**config.mk**
```make
export PLATFORM = sky130hd
export DESIGN_NAME = doodleCore
export DESIGN_NICKNAME = d
export VERILOG_FILES = /design/src/design/doodlePkg.sv /design/src/design/contactDetect.sv /design/src/design/doodleCore.sv /design/src/design/frameFifo.sv /design/src/design/jumpPhysics.sv /design/src/design/scoreKeeper.sv
export SDC_FILE = /design/constraint.sdc
export NUM_CORES = 1
export LEC_CHECK = 0
export BUFFER_PORTS_ARGS = -buffer_cell sky130_fd_sc_hd__buf_2
export CAP_MARGIN = 20
export CORE_UTILIZATION = 66
export DETAILED_ROUTE_END_ITERATION = 7
export PLACE_DENSITY = 0.89
export REMOVE_ABC_BUFFERS = 1
export SYNTH_ARGS = -nofsm -noshare
export SYNTH_HDL_FRONTEND = slang
export SYNTH_SLANG_ARGS = --single-unit
```
**constraint.sdc**
```tcl
create_clock -name Reset -period 10.85 [get_ports Reset]
set_input_delay 2.17 -clock Reset [delete_from_list [all_inputs] [get_ports Reset]]
set_output_delay 2.17 -clock Reset [all_outputs]
set_load 0.05 [all_outputs]
```
**src/design/doodlePkg.sv**
```systemverilog
package doodlePkg;

	// screen and figure geometry
	localparam int ScreenXMax = 639;
	localparam int FloorY = 479;
	localparam int WrapMargin = 25;
	localparam int DoodleSize = 16;     // half-size of the figure
	localparam int PlatHalfX = 20;
	localparam int PlatHalfY = 4;
	localparam int SpringHalf = 6;
	localparam int RocketHalf = 10;
	localparam int NumPlatforms = 8;

	localparam int StartX = 330;
	localparam int StartY = 100;
	localparam int ScoreLine = 240;    // scoring starts above this line

	// physics step sizes in pixels
	localparam int Gravity = 1;
	localparam int MaxFall = 8;
	localparam int PlatLaunch = 12;
	localparam int SpringLaunch = 20;
	localparam int RocketLaunch = 30;
	localparam int StepX = 4;

	localparam int OverScore = 256;

	// frame buffer and credit counter
	localparam int FifoDepth = 4;
	localparam int CreditW = $clog2(FifoDepth + 1);
	localparam int PtrW = $clog2(FifoDepth);

	// keyboard codes
	localparam int KeyLeftA = 4;
	localparam int KeyLeftB = 80;
	localparam int KeyRightA = 7;
	localparam int KeyRightB = 79;

	typedef logic [9:0] coordT;
	typedef logic signed [9:0] velT;     // negative is upward

	typedef struct packed {
		coordT x;
		coordT y;
		logic active;
	} platformT;

	typedef struct packed {
		coordT posX;
		coordT posY;
		velT velY;
	} frameRecT;

	typedef enum logic [1:0] {cNone, cPlatform, cSpring, cRocket} contactE;

	typedef enum logic [1:0] {mvNone, mvLeft, mvRight} moveE;

	typedef enum logic {ssPlaying, ssOver} scoreStateE;

endpackage

```
**src/design/contactDetect.sv**
```systemverilog
`timescale 1ns/10ps

module contactDetect
	import doodlePkg::*;
(
	input coordT posX,
	input coordT posY,
	input platformT [NumPlatforms-1:0] platforms,
	input platformT springPos,
	input platformT rocketPos,
	output contactE contact
);

	// hit when the base is inside the object's vertical band and the spans overlap
	function automatic logic hitTest(input platformT obj, input int halfX, input int halfY,
		input coordT figX, input coordT figY);
		int baseY;
		int objX;
		int objY;
		baseY = int'(figY) + DoodleSize;
		objX = int'(obj.x);
		objY = int'(obj.y);
		hitTest = obj.active
			&& (baseY >= objY - halfY) && (baseY <= objY + halfY)
			&& (objX + halfX >= int'(figX) - DoodleSize)
			&& (objX - halfX <= int'(figX) + DoodleSize);
	endfunction

	logic platHit;
	logic springHit;
	logic rocketHit;

	always_comb
	begin
		platHit = 1'b0;
		for (int i = 0; i < NumPlatforms; i++)
			platHit = platHit | hitTest(platforms[i], PlatHalfX, PlatHalfY, posX, posY);
		springHit = hitTest(springPos, SpringHalf, SpringHalf, posX, posY);
		rocketHit = hitTest(rocketPos, RocketHalf, RocketHalf, posX, posY);
	end

	// rocket over spring over platform
	always_comb
	begin
		if (rocketHit)
			contact = cRocket;
		else if (springHit)
			contact = cSpring;
		else if (platHit)
			contact = cPlatform;
		else
			contact = cNone;
	end

endmodule

```
**src/design/doodleCore.sv**
```systemverilog
`timescale 1ns/10ps

module doodleCore
	import doodlePkg::*;
(
	input logic Reset,          // clock
	input logic frameClk,       // async reset
	input logic [7:0] keycode,
	input logic frameTick,
	input platformT [NumPlatforms-1:0] platforms,
	input platformT springPos,
	input platformT rocketPos,
	input logic renderBusy,
	output frameRecT frameOut,
	output logic frameValid,
	output logic [19:0] score,
	output logic gameOver
);

	coordT posX;
	coordT posY;
	contactE contact;
	logic pushValid;
	frameRecT pushRec;
	logic creditReturn;
	frameRecT popRec;
	logic notEmpty;
	logic popReady;

	contactDetect contact0 (.posX(posX), .posY(posY), .platforms(platforms),
		.springPos(springPos), .rocketPos(rocketPos), .contact(contact));

	jumpPhysics physics0 (.Reset(Reset), .frameClk(frameClk), .frameTick(frameTick),
		.keycode(keycode), .contact(contact), .posX(posX), .posY(posY),
		.pushValid(pushValid), .pushRec(pushRec), .creditReturn(creditReturn));

	// credit loop between physics and buffer
	frameFifo fifo0 (.Reset(Reset), .frameClk(frameClk), .pushValid(pushValid),
		.pushRec(pushRec), .popReady(popReady), .popRec(popRec), .notEmpty(notEmpty),
		.creditReturn(creditReturn));

	scoreKeeper score0 (.Reset(Reset), .frameClk(frameClk), .notEmpty(notEmpty),
		.popRec(popRec), .renderBusy(renderBusy), .popReady(popReady),
		.frameOut(frameOut), .frameValid(frameValid), .score(score),
		.gameOver(gameOver));

endmodule

```
**src/design/frameFifo.sv**
```systemverilog
`timescale 1ns/10ps

module frameFifo
	import doodlePkg::*;
(
	input logic Reset,          // clock
	input logic frameClk,       // async reset
	input logic pushValid,
	input frameRecT pushRec,
	input logic popReady,
	output frameRecT popRec,
	output logic notEmpty,
	output logic creditReturn
);

	frameRecT mem [FifoDepth];
	logic [PtrW-1:0] wrPtr;
	logic [PtrW-1:0] rdPtr;
	logic [CreditW-1:0] count;   // occupancy
	logic doPop;

	function automatic logic [PtrW-1:0] nextPtr(input logic [PtrW-1:0] ptr);
		if (ptr == PtrW'(FifoDepth - 1))
			nextPtr = '0;
		else
			nextPtr = ptr + 1'b1;
	endfunction

	assign notEmpty = count != '0;
	assign doPop = popReady && notEmpty;
	assign popRec = mem[rdPtr];     // head is always visible

	always_ff @(posedge Reset)
	begin
		if (pushValid)
			mem[wrPtr] <= pushRec;
	end

	always_ff @(posedge Reset or posedge frameClk)
	begin
		if (frameClk)
		begin
			wrPtr <= '0;
			rdPtr <= '0;
			count <= '0;
			creditReturn <= 1'b0;
		end
		else
		begin
			if (pushValid)
				wrPtr <= nextPtr(wrPtr);
			if (doPop)
				rdPtr <= nextPtr(rdPtr);
			count <= count + CreditW'(pushValid) - CreditW'(doPop);
			creditReturn <= doPop;    // one credit back per pop
		end
	end

	// credits upstream lag the pop, so a full buffer never sees a push
	noOverflow: assert property (@(posedge Reset) disable iff (frameClk)
		pushValid |-> count != CreditW'(FifoDepth));

endmodule

```
**src/design/jumpPhysics.sv**
```systemverilog
`timescale 1ns/10ps

module jumpPhysics
	import doodlePkg::*;
(
	input logic Reset,          // clock
	input logic frameClk,       // async reset, active high
	input logic frameTick,
	input logic [7:0] keycode,
	input contactE contact,
	output coordT posX,
	output coordT posY,
	output logic pushValid,
	output frameRecT pushRec,
	input logic creditReturn
);

	velT velY;
	logic [CreditW-1:0] credits;  // free buffer slots
	moveE move;
	int baseY;
	int velNext;
	int xMoved;
	coordT nextX;
	coordT nextY;

	function automatic int launchSpeed(input contactE kind);
		case (kind)
			cRocket: launchSpeed = RocketLaunch;
			cSpring: launchSpeed = SpringLaunch;
			default: launchSpeed = PlatLaunch;
		endcase
	endfunction

	always_comb
	begin
		case (keycode)
			KeyLeftA, KeyLeftB: move = mvLeft;
			KeyRightA, KeyRightB: move = mvRight;
			default: move = mvNone;
		endcase
	end

	// vertical step with launches only while not rising
	always_comb
	begin
		baseY = int'(posY) + DoodleSize;
		if (velY >= 0 && contact != cNone)
			velNext = -launchSpeed(contact);
		else if (velY >= 0 && baseY >= FloorY)
			velNext = -PlatLaunch;            // bounce off the ground
		else if (int'(velY) + Gravity > MaxFall)
			velNext = MaxFall;
		else
			velNext = int'(velY) + Gravity;
		nextY = coordT'(int'(posY) + velNext);
	end

	// horizontal step and side wrap
	always_comb
	begin
		case (move)
			mvLeft: xMoved = int'(posX) - StepX;
			mvRight: xMoved = int'(posX) + StepX;
			default: xMoved = int'(posX);
		endcase
		if (xMoved < WrapMargin)
			nextX = coordT'(ScreenXMax - WrapMargin);
		else if (xMoved > ScreenXMax - WrapMargin)
			nextX = coordT'(WrapMargin);
		else
			nextX = coordT'(xMoved);
	end

	// a tick without credit is dropped
	assign pushValid = frameTick && (credits != '0);
	assign pushRec = '{posX: nextX, posY: nextY, velY: velT'(velNext)};

	always_ff @(posedge Reset or posedge frameClk)
	begin
		if (frameClk)
		begin
			posX <= coordT'(StartX);
			posY <= coordT'(StartY);
			velY <= '0;
			credits <= CreditW'(FifoDepth);
		end
		else
		begin
			if (pushValid)
			begin
				posX <= nextX;
				posY <= nextY;
				velY <= velT'(velNext);
			end
			credits <= credits - CreditW'(pushValid) + CreditW'(creditReturn);
		end
	end

	// returned credits must match earlier pushes
	creditBound: assert property (@(posedge Reset) disable iff (frameClk)
		credits <= CreditW'(FifoDepth));

endmodule

```
**src/design/scoreKeeper.sv**
```systemverilog
`timescale 1ns/10ps

module scoreKeeper
	import doodlePkg::*;
(
	input logic Reset,          // clock
	input logic frameClk,       // async reset
	input logic notEmpty,
	input frameRecT popRec,
	input logic renderBusy,
	output logic popReady,
	output frameRecT frameOut,
	output logic frameValid,
	output logic [19:0] score,
	output logic gameOver
);

	scoreStateE state;
	coordT bestY;     // highest point reached so far
	logic atFloor;

	assign popReady = notEmpty && !renderBusy;
	assign atFloor = int'(popRec.posY) + DoodleSize >= FloorY;
	assign gameOver = state == ssOver;

	// record goes out to the renderer a cycle after the pop
	always_ff @(posedge Reset)
	begin
		if (popReady)
			frameOut <= popRec;
	end

	always_ff @(posedge Reset or posedge frameClk)
	begin
		if (frameClk)
		begin
			frameValid <= 1'b0;
			score <= '0;
			bestY <= coordT'(ScoreLine);
			state <= ssPlaying;
		end
		else
		begin
			frameValid <= popReady;
			if (popReady)
			begin
				// only new height counts
				if (popRec.posY < bestY)
				begin
					score <= score + 20'(bestY - popRec.posY);
					bestY <= popRec.posY;
				end
				if (state == ssPlaying && atFloor && score > 20'(OverScore))
					state <= ssOver;      // sticky until reset
			end
		end
	end

endmodule

```
# Word level (Yosys, flattened, before mapping)
# Memories as Yosys holds them, arrays and structs flattened.
# Index checks and enable logic that the tools add are counted.
[totals] output_inout_bits=52 input_bits=222 ff_bits=103 ramBits=120 wordCells=210 mem_count=1
[classes] n_reduce_logical=55 bitwise=8 mux=16 order_cmp=48 n_addsub=57 n_eq_ne=10
[mem_list] name="fifo0.mem" words=4 word_bits=30 rd=1 rd_ports_with_merged_regs=0 write_ports=1 line="frameFifo.sv:16" source="frameRecT mem [FifoDepth];"
[op_table] cell="32-bit greater-or-equal comparator" n=19
[op_table] cell="32-bit <= comparator" n=19
[op_table] cell="10-bit by 3-bit adder with 11-bit output (second input constant)" n=11
[op_table] cell="10-bit by 5-bit adder with 11-bit output (second input constant)" n=11
[op_table] cell="10-bit by 3-bit subtractor with 11-bit output (second input constant)" n=11
[op_table] cell="10-bit by 5-bit subtractor with 11-bit output (second input constant)" n=9
[op_table] cell="32-bit case mux with 2 select lines" n=1
[op_table] cell="10-bit 2-to-1 mux" n=6
[op_table] cell="1-bit logical AND" n=47
[op_table] cell="12-bit by 32-bit greater-or-equal comparator with 1-bit output" n=1
[op_table] cell="32-bit by 10-bit greater-or-equal comparator with 1-bit output (second input constant)" n=1
[op_table] cell="32-bit by 11-bit greater-than comparator with 1-bit output (second input constant)" n=1
[op_table] cell="12-bit by 32-bit <= comparator with 1-bit output" n=1
[op_table] cell="32-bit by 6-bit less-than comparator with 1-bit output (second input constant)" n=1
[op_table] cell="10-bit by 4-bit adder with 11-bit output (second input constant)" n=2
[op_table] cell="10-bit by 4-bit subtractor with 11-bit output (second input constant)" n=2
[op_table] cell="20-bit adder" n=1
[op_table] cell="20-bit by 9-bit greater-than comparator with 1-bit output (second input constant)" n=1
[op_table] cell="8-bit by 3-bit == test with 1-bit output (second input constant)" n=2
[op_table] cell="8-bit by 7-bit == test with 1-bit output (second input constant)" n=2
[op_table] cell="10-bit by 2-bit adder with 11-bit output (second input constant)" n=1
[op_table] cell="11-bit by 9-bit greater-or-equal comparator with 1-bit output (second input constant)" n=1
[op_table] cell="11-bit by 5-bit greater-than comparator with 1-bit output (second input constant)" n=1
[op_table] cell="10-bit by 10-bit subtractor with 11-bit output" n=1
[op_table] cell="other kinds (20)" n=41

# Longest topological paths before layout
# Gate-level depths: netlist of run 1.
[logic_depth] ltp_word=22 mapped_depth=29 depth_no_buf=27

# Modules after synthesis
# Synthesis of run 1 repeated with hierarchy kept, for this count alone.
[unflattened] hier_cells=2675 hier_area_um2=24677.4
[modules_own_cells] module="contactDetect" seq_area_each_um2=0.0 n_inst=1 cells_each=1782 area_per_inst_um2=13291.5
[modules_own_cells] module="frameFifo" seq_area_each_um2=3803.6 n_inst=1 cells_each=196 area_per_inst_um2=4815.9
[modules_own_cells] module="scoreKeeper" seq_area_each_um2=1706.6 n_inst=1 cells_each=325 area_per_inst_um2=3470.8
[modules_own_cells] module="jumpPhysics" seq_area_each_um2=835.8 n_inst=1 cells_each=372 area_per_inst_um2=3099.2

# Worst setup path after synthesis of run 1
# OpenSTA, ideal clock, no wires.
[synth_path] path_kind="input-to-reg" from="input springPos[15] (netlist bit)" to="register physics0.posY[9]" path_buffers=2 arrival_time_ns=7.270 setup_slack_ns=3.451 required_ns=10.721 setup_time_ns=0.129 stages=26 path_cell_list="buf_6 -> or4_4 -> or3_1 -> nor2_1 -> xor2_1 -> ha_1 -> nand2_1 -> or4_1 -> o311a_1 -> o21ai_1 -> nand4_1 -> o2bb2ai_2 -> a211oi_2 -> and3_4 -> buf_6 -> o22ai_1 -> nand2_1 -> ha_1 -> inv_1 -> o21bai_1 -> a21oi_1 -> o21ai_0 -> nand3_1 -> nand2_1 -> mux4_2 -> a2111o_1"
[synth_rtl] element="start: declaration" line="doodleCore.sv:11" source="input platformT springPos,"
[synth_rtl] element="end signal: assignment" line="jumpPhysics.sv:84" source="posY <= coordT'(StartY);"
[synth_rtl] element="end signal: assignment" line="jumpPhysics.sv:93" source="posY <= nextY;"
[synth_rtl] element="end: declaration" line="jumpPhysics.sv:12" source="output coordT posY,"

==> results of run 1 <==
-- routing by layer --
| layer | vias to the layer above | track usage, % |
|---|---|---|
| met5 | - | 0 |
| met4 | 24 | 17.2 |
| met3 | 262 | 6.50 |
| met2 | 990 | 61.2 |
| met1 | 10300 | 41.5 |
| li1 | 10200 | - |
-- power by group --
part,switching (mW),internal [mW]
clock,0.321,0.476
combinational,3.46,2.10
sequential,0.237,1.43
total,4.02,4.01
-- cells by family (layout without fill, tap and decap cells) --
logic type      Yosys count  in the layout
xor+xnor                305            305
mux                      45             45
flops                   222            222
buf+inv                 256            485
simple gates            753            753
fa+ha+maj               458            458
compound gates          597            597
other cells               0             16
-- worst max-delay path by stage --
stage,slack (ps),end,start
2_1_floorplan,3560,physics0.posY[9]$_DFFE_PP0P_,springPos[17]
3_3_place_gp,2920,physics0.posY[9]$_DFFE_PP0P_,springPos[17]
3_5_place_dp,2620,physics0.posY[9]$_DFFE_PP0P_,rocketPos[7]
4_1_cts,3090,physics0.posY[9]$_DFFE_PP0P_,rocketPos[7]
5_1_grt,2550,physics0.posY[9]$_DFFE_PP0P_,rocketPos[7]
6_report,2980,physics0.posY[9]$_DFFE_PP0P_,platforms[131]
-- worst max-delay path, stage by stage --
cell and delay, ps:
buf_2 150, or3_1 390, or3_1 360, nor3_1 200, xnor2_1 160, ha_1 270
and4_1 200, a21oi_1 140, nand4_1 100, a31oi_1 350, nand4b_1 160, and4_1 300
a31oi_2 240, o31ai_2 610, ha_1 350, a21o_1 150, a21oi_1 220, o21bai_1 90
a21oi_1 240, o21ai_0 210, nand3_1 160, nand2_1 180, mux4_2 480, a2111o_1 350
-- state kept, by name, summed over array words and instances (netlist names) --
signal,flops
fifo0.mem,120
score0.frameOut,30
score0.score,20
physics0.posX,10
physics0.posY,10
physics0.velY,10
score0.bestY,10
fifo0.count,3
physics0.credits,3
fifo0.rdPtr,2
fifo0.wrPtr,2
fifo0.creditReturn,1
score0.gameOver,1
-- Yosys cell counts, types with 9 or more instances --
cell / number
edfxtp_1: 150
nor2_1: 138
nand2b_1: 25
nor2b_1: 37
a31oi_1: 17
xnor2_1: 178
o2111ai_1: 21
o21ai_0: 151
and2_1: 9
nand2_1: 202
dfstp_2: 12
nor4_1: 28
nand4_1: 51
buf_1: 9
nand3_1: 105
inv_1: 150
a21o_1: 45
xor2_1: 126
mux4_2: 31
a2111oi_0: 10
or3_1: 14
or4_1: 12
o21a_1: 18
or2_2: 9
dfrtp_1: 60
and3_1: 29
nor3_1: 67
clkbuf_1: 86
mux2_2: 12
a211oi_1: 39
a21oi_1: 159
o31ai_1: 12
ha_1: 453
o21bai_1: 18
o211ai_1: 21
-- metrics by stage --
step                total power [mW]  setup WS (ps)  cells  utilization, %
floorplan                       5.46           3560   2531               -
global placement                6.64           2920   3287            72.4
detailed placement              7.00           2620   3287            72.4
CTS                             7.91           3090   3325            74.5
global route                    8.57           2550   3333            74.6
finish                          8.03           2980   3342            74.6
-- cell type report --
| class | count | area [um^2] | area share [%] |
|---|---|---|---|
| diodes | 16 | 40.0 | 0.150 |
| clock inverters | 12 | 176 | 0.660 |
| multi-input cells | 2158 | 16900 | 63.4 |
| repair buffers | 296 | 1540 | 5.75 |
| well taps | 461 | 577 | 2.16 |
| clock buffers | 26 | 574 | 2.15 |
| inverters | 151 | 567 | 2.12 |
| flip-flops and latches | 222 | 6320 | 23.6 |
==> key figures, run 1 <==
Status
  – Status: finished with violations
  – Failing checks: design-rule violations

Worst setup path
  – Nature of the critical path endpoint: flip-flop
  – Worst Path Required: 11220 ps
  – Worst reg2reg path depth: 24
  – Crit Path Max Fanout: 8
  – Setup CP Type: in2reg
  – Flop-to-flop setup slack: 3270 ps
  – Reg-to-reg startpoint: physics0.posX[4]$_DFFE_PP0P_
  – CP arrival: 8240 ps
  – RR Endpoint: physics0.posY[9]$_DFFE_PP0P_
  – Critical Path Source Type: input port

Route
  – DR pass1 iterations: 8
  – Top Metal Used: met5
  – WL met3: 5.28 mm
  – DR WL/cell: 20.2 um
  – DRC: 10
  – Via count: 21.8k
  – Total wire length: 67.6 mm
  – WL met1: 26.2 mm
  – Routed wl met2: 32.7 mm
  – DRT antenna net count: 0
  – First DRT Iteration DRCs: 1607
  – Vias per cell: 6.52

Floorplanning
  – Num rows: 69
  – Die Area: 37400 um^2
  – Initial Util: 67.5%
  – Die W: 193 um
  – Core area: 35800 um^2
  – Die height: 193 um
  – IO Pins: 274

Layout
  – Post-route cell area: 26700 um^2
  – Layout filler cell count: 2519
  – Most common cell after layout, fill and taps aside: ha_1
  – Commonest cells after routing, fill and taps aside: ha_1 (453), buf_2 (273), nand2_1 (202)
  – Fraction of layout cells with a size suffix above 1: 14.8%
  – Nets: 3530
  – P&R area growth vs syn: 10.6%

Clocking
  – Worst-case clock buffer depth: 3
  – Post-CTS Setup Bufs: 0
  – CTS buffer count: 21
  – Reg clk slew, reported paths: 60 ps
  – Root Buffer: clkbuf_16
  – CTS tree: yes
  – Clock sink total: 222
  – PostCTS Resize Cnt: 0
  – Clk Latency, worst-skew pair: 500 ps
  – H-tree Lvls: 1
  – Post-CTS Hold Buffers: 0

Synth
  – Yosys reg bits: 222
  – Ys flop type: edfxtp_1
  – Synth Area in Adders: 23.9%
  – Synth async-reset ratio: 32.4%
  – Synth Area in Compound Gates: 15.9%
  – Mux cell area share after synthesis: 3.53%
  – Mapped Cells: 2636
  – Synth unique cells: 86
  – Main combinational cell family by area after synthesis: adder cells
  – Top cells by area, synth: ha_1 (23%), edfxtp_1 (19%), xnor2_1 (6.4%), dfrtp_1 (6.2%), xor2_1 (4.6%)
  – Yosys warning count: 0
  – Syn_area_per_cell: 9.17 um^2
  – Synthesized area: 24200 um^2
  – Area leader, netlist: ha_1
  – Post-synthesis sequential area ratio: 26.1%
  – Xor/xnor share of the synthesized area: 11.1%
  – Synthesized-area fraction occupied by and/or/nand/nor cells: 15.4%
  – Top cell type's share of synthesized area: 23.4%
  – EDFF count, synth: 150

Global routing
  – Gr usage total: 35.1%
  – Global-route wire length before repair: 107 mm
  – Largest net degree at the start of global routing: 73
  – Total grt overflow: 0
  – Initial antenna violation count: 28
  – Vias in the first global route: 21.5k

Timing
  – Final min period: 7870 ps
  – Final setup fails: 0
  – RSZ-0062 raised after global routing: false
  – Final hold violation count: 0
  – TNS Setup: 0 ps
  – Min Hold Slack: 484 ps
  – FMAX: 127 MHz
  – Tcrit/Tclk final: 72.5%
  – Fin. max-slew vios: 0
  – Clock Skew: 21.0 ps
  – Relative slew slack: 26.1%
  – Worst-margin pin slew: 1110 ps

Power and ir drop
  – Cell Pwr Density: 300 nW/um^2
  – Leak: 11.7 nW
  – Worst VDD drop: 0.251 mV

Place
  – Detailed placement HPWL: 50.3 mm
  – RD Place Congestion: 0.969
  – PortBufs: 273
  – Placed Area: 25900 um^2

Worst hold path
  – Hold Path Class: reg2reg
  – Hold Path End: score0.bestY[5]$_DFFE_PP1P_
  – Hold Startpoint: score0.bestY[5]$_DFFE_PP1P_
  – Hold Crit Depth: 2

Run
  – Max-Cap Viols: 0
No activity file was read; power rests on OpenSTA's default activity.
==> inputs of run 2 (changes only) <==
Settings changed: CORE_UTILIZATION 66 to 61, PLACE_DENSITY 0.89 to 0.83.
Clock period 10.85 ns to 7.5 ns, I/O delays scaled along.
==> key figures, run 2 (same netlist as run 1, synthesis figures left out) <==
Place
  – RD Place Congestion: 0.962
  – Placed Area: 26100 um^2
  – Cell total after placement: 3354
  – PortBufs: 273
  – Setup WS pre-CTS: 41.4 ps
  – Detailed placement HPWL: 51.0 mm

Floorplanning
  – Die height: 201 um
  – Initial Util: 62.1%
  – IO Pins: 274
  – Num rows: 72
  – Core area: 38900 um^2
  – Die Area: 40400 um^2
  – Die W: 201 um

Power and ir drop
  – Leak: 11.7 nW
  – Cell Pwr Density: 423 nW/um^2
  – Total power: 11.3 mW
  – Worst VDD drop: 0.276 mV

Clocking
  – Post-CTS Hold Buffers: 0
  – Reg clk slew, reported paths: 60 ps
  – CTS tree: yes
  – PostCTS Resize Cnt: 0
  – Post-CTS Setup Bufs: 0
  – CTS buffer count: 21
  – H-tree Lvls: 1
  – Clock sink total: 222
  – Clk Latency, worst-skew pair: 510 ps
  – Worst-case clock buffer depth: 3
  – Root Buffer: clkbuf_16

Route
  – Vias per cell: 6.26
  – First DRT Iteration DRCs: 1445
  – Via count: 21.3k
  – DRT antenna net count: 0
  – DR WL/cell: 19.3 um
  – DRC: 0
  – DR pass1 iterations: 5
  – Total wire length: 65.9 mm

Layout
  – Final core occ: 68.8%
  – Post-route cell area: 26800 um^2
  – Nets: 3540
  – Multi-input gate area: 16900 um^2
  – Biggest regs: fifo0.mem: 120 flops, score0.frameOut: 30 flops, score0.score: 20 flops
  – Storage cell area: 6320 um^2
  – Layout filler cell count: 3073
  – P&R area growth vs syn: 10.8%
  – Commonest cells after routing, fill and taps aside: ha_1 (453), buf_2 (273), nand2_1 (202)
  – Most common cell after layout, fill and taps aside: ha_1
  – Fraction of layout cells with a size suffix above 1: 14.9%
  – Reg with most FFs: fifo0.mem
  – Post-route non-filler standard cell count: 3405
  – Largest register FFs: 120

Global routing
  – Largest net degree at the start of global routing: 73
  – Vias in the first global route: 21.2k
  – Global-route wire length before repair: 105 mm
  – Initial antenna violation count: 22
  – Gr usage total: 31.9%
  – Total grt overflow: 0

Timing
  – PnR worst setup slack: 529 ps
  – Fin. max-slew vios: 0
  – Final hold violation count: 0
  – Relative slew slack: 30.4%
  – Final min period: 6970 ps
  – Tcrit/Tclk final: 92.9%
  – FMAX: 143 MHz
  – Min Hold Slack: 477 ps
  – TNS Setup: 0 ps
  – Worst-margin pin slew: 1040 ps
  – RSZ-0062 raised after global routing: false
  – Final setup fails: 0
  – Clock Skew: 14.9 ps

Worst setup path
  – Crit Path Max Fanout: 11
  – Worst Path Required: 7890 ps
  – Setup CP Type: reg2reg
  – Nature of the critical path endpoint: flip-flop
  – CP arrival: 7360 ps
  – Critical Path Source Type: flip-flop

Run
  – Max-Cap Viols: 0

Status
  – Status: finished, final reports clean

Worst hold path
  – Hold Path Class: reg2reg
run 2: worst max-delay path: stages, from the launching register on:
cell and delay (ps):
dfrtp_1 530, inv_1 100, ha_1 800, inv_1 520, ha_1 450, nand4_1 120, o21ai_0 240, nor4_1 90
a2111o_1 360, o211ai_1 330, o311a_1 320, a31oi_2 170, o31ai_2 520, ha_1 340, a21o_1 160, a21oi_1 220
o21bai_1 90, a21oi_1 200, o21ai_0 160, nand3_1 140, nand2_1 150, mux4_2 460, a2111o_1 360
run 2: path summary, 6_finish.rpt:
| path | start | to | slack [ps] | cells past startpoint |
|---|---|---|---|---|
| setup / recovery | physics0.posX[5]$_DFFE_PP0P_ | physics0.posY[9]$_DFFE_PP0P_ | 530 | 22 |
| hold reg to reg | score0.gameOver$_DFFE_PP0P_ | score0.gameOver$_DFFE_PP0P_ | 480 | 1 |
| setup reg to reg | physics0.posX[5]$_DFFE_PP0P_ | physics0.posY[9]$_DFFE_PP0P_ | 530 | 22 |
| min in group asynchronous | frameClk | score0.score[18]$_DFFE_PP0P_ | 1270 | 3 |
| hold / removal | score0.gameOver$_DFFE_PP0P_ | score0.gameOver$_DFFE_PP0P_ | 480 | 1 |
| max in group asynchronous | frameClk | fifo0.rdPtr[0]$_DFFE_PP0P_ | 5520 | 3 |
run 2: cell type report:
cell class / count / area share, %
tap: 518 / 2.42
timing repair buffer: 306 / 6.03
inverter: 151 / 2.12
clock inverter: 8 / 0.378
antenna: 12 / 0.112
multi-input combinational: 2158 / 63.1
clock buffer: 30 / 2.20
sequential: 222 / 23.6
run 2: layer usage:
metal	global-route usage (%)	wire length, um	vias up	part of all wire [%]
met5	0	184	-	0.28
met1	39.0	26900	10100	41
met2	54.6	31500	703	48
li1	-	-	10200	-
met4	15.3	3020	26	4.6
met3	5.09	4250	219	6.4
run 2: report_power, final:
group	switching (mW)	internal [mW]
clock	0.449	0.621
combinational	4.76	3.05
sequential	0.381	2.06
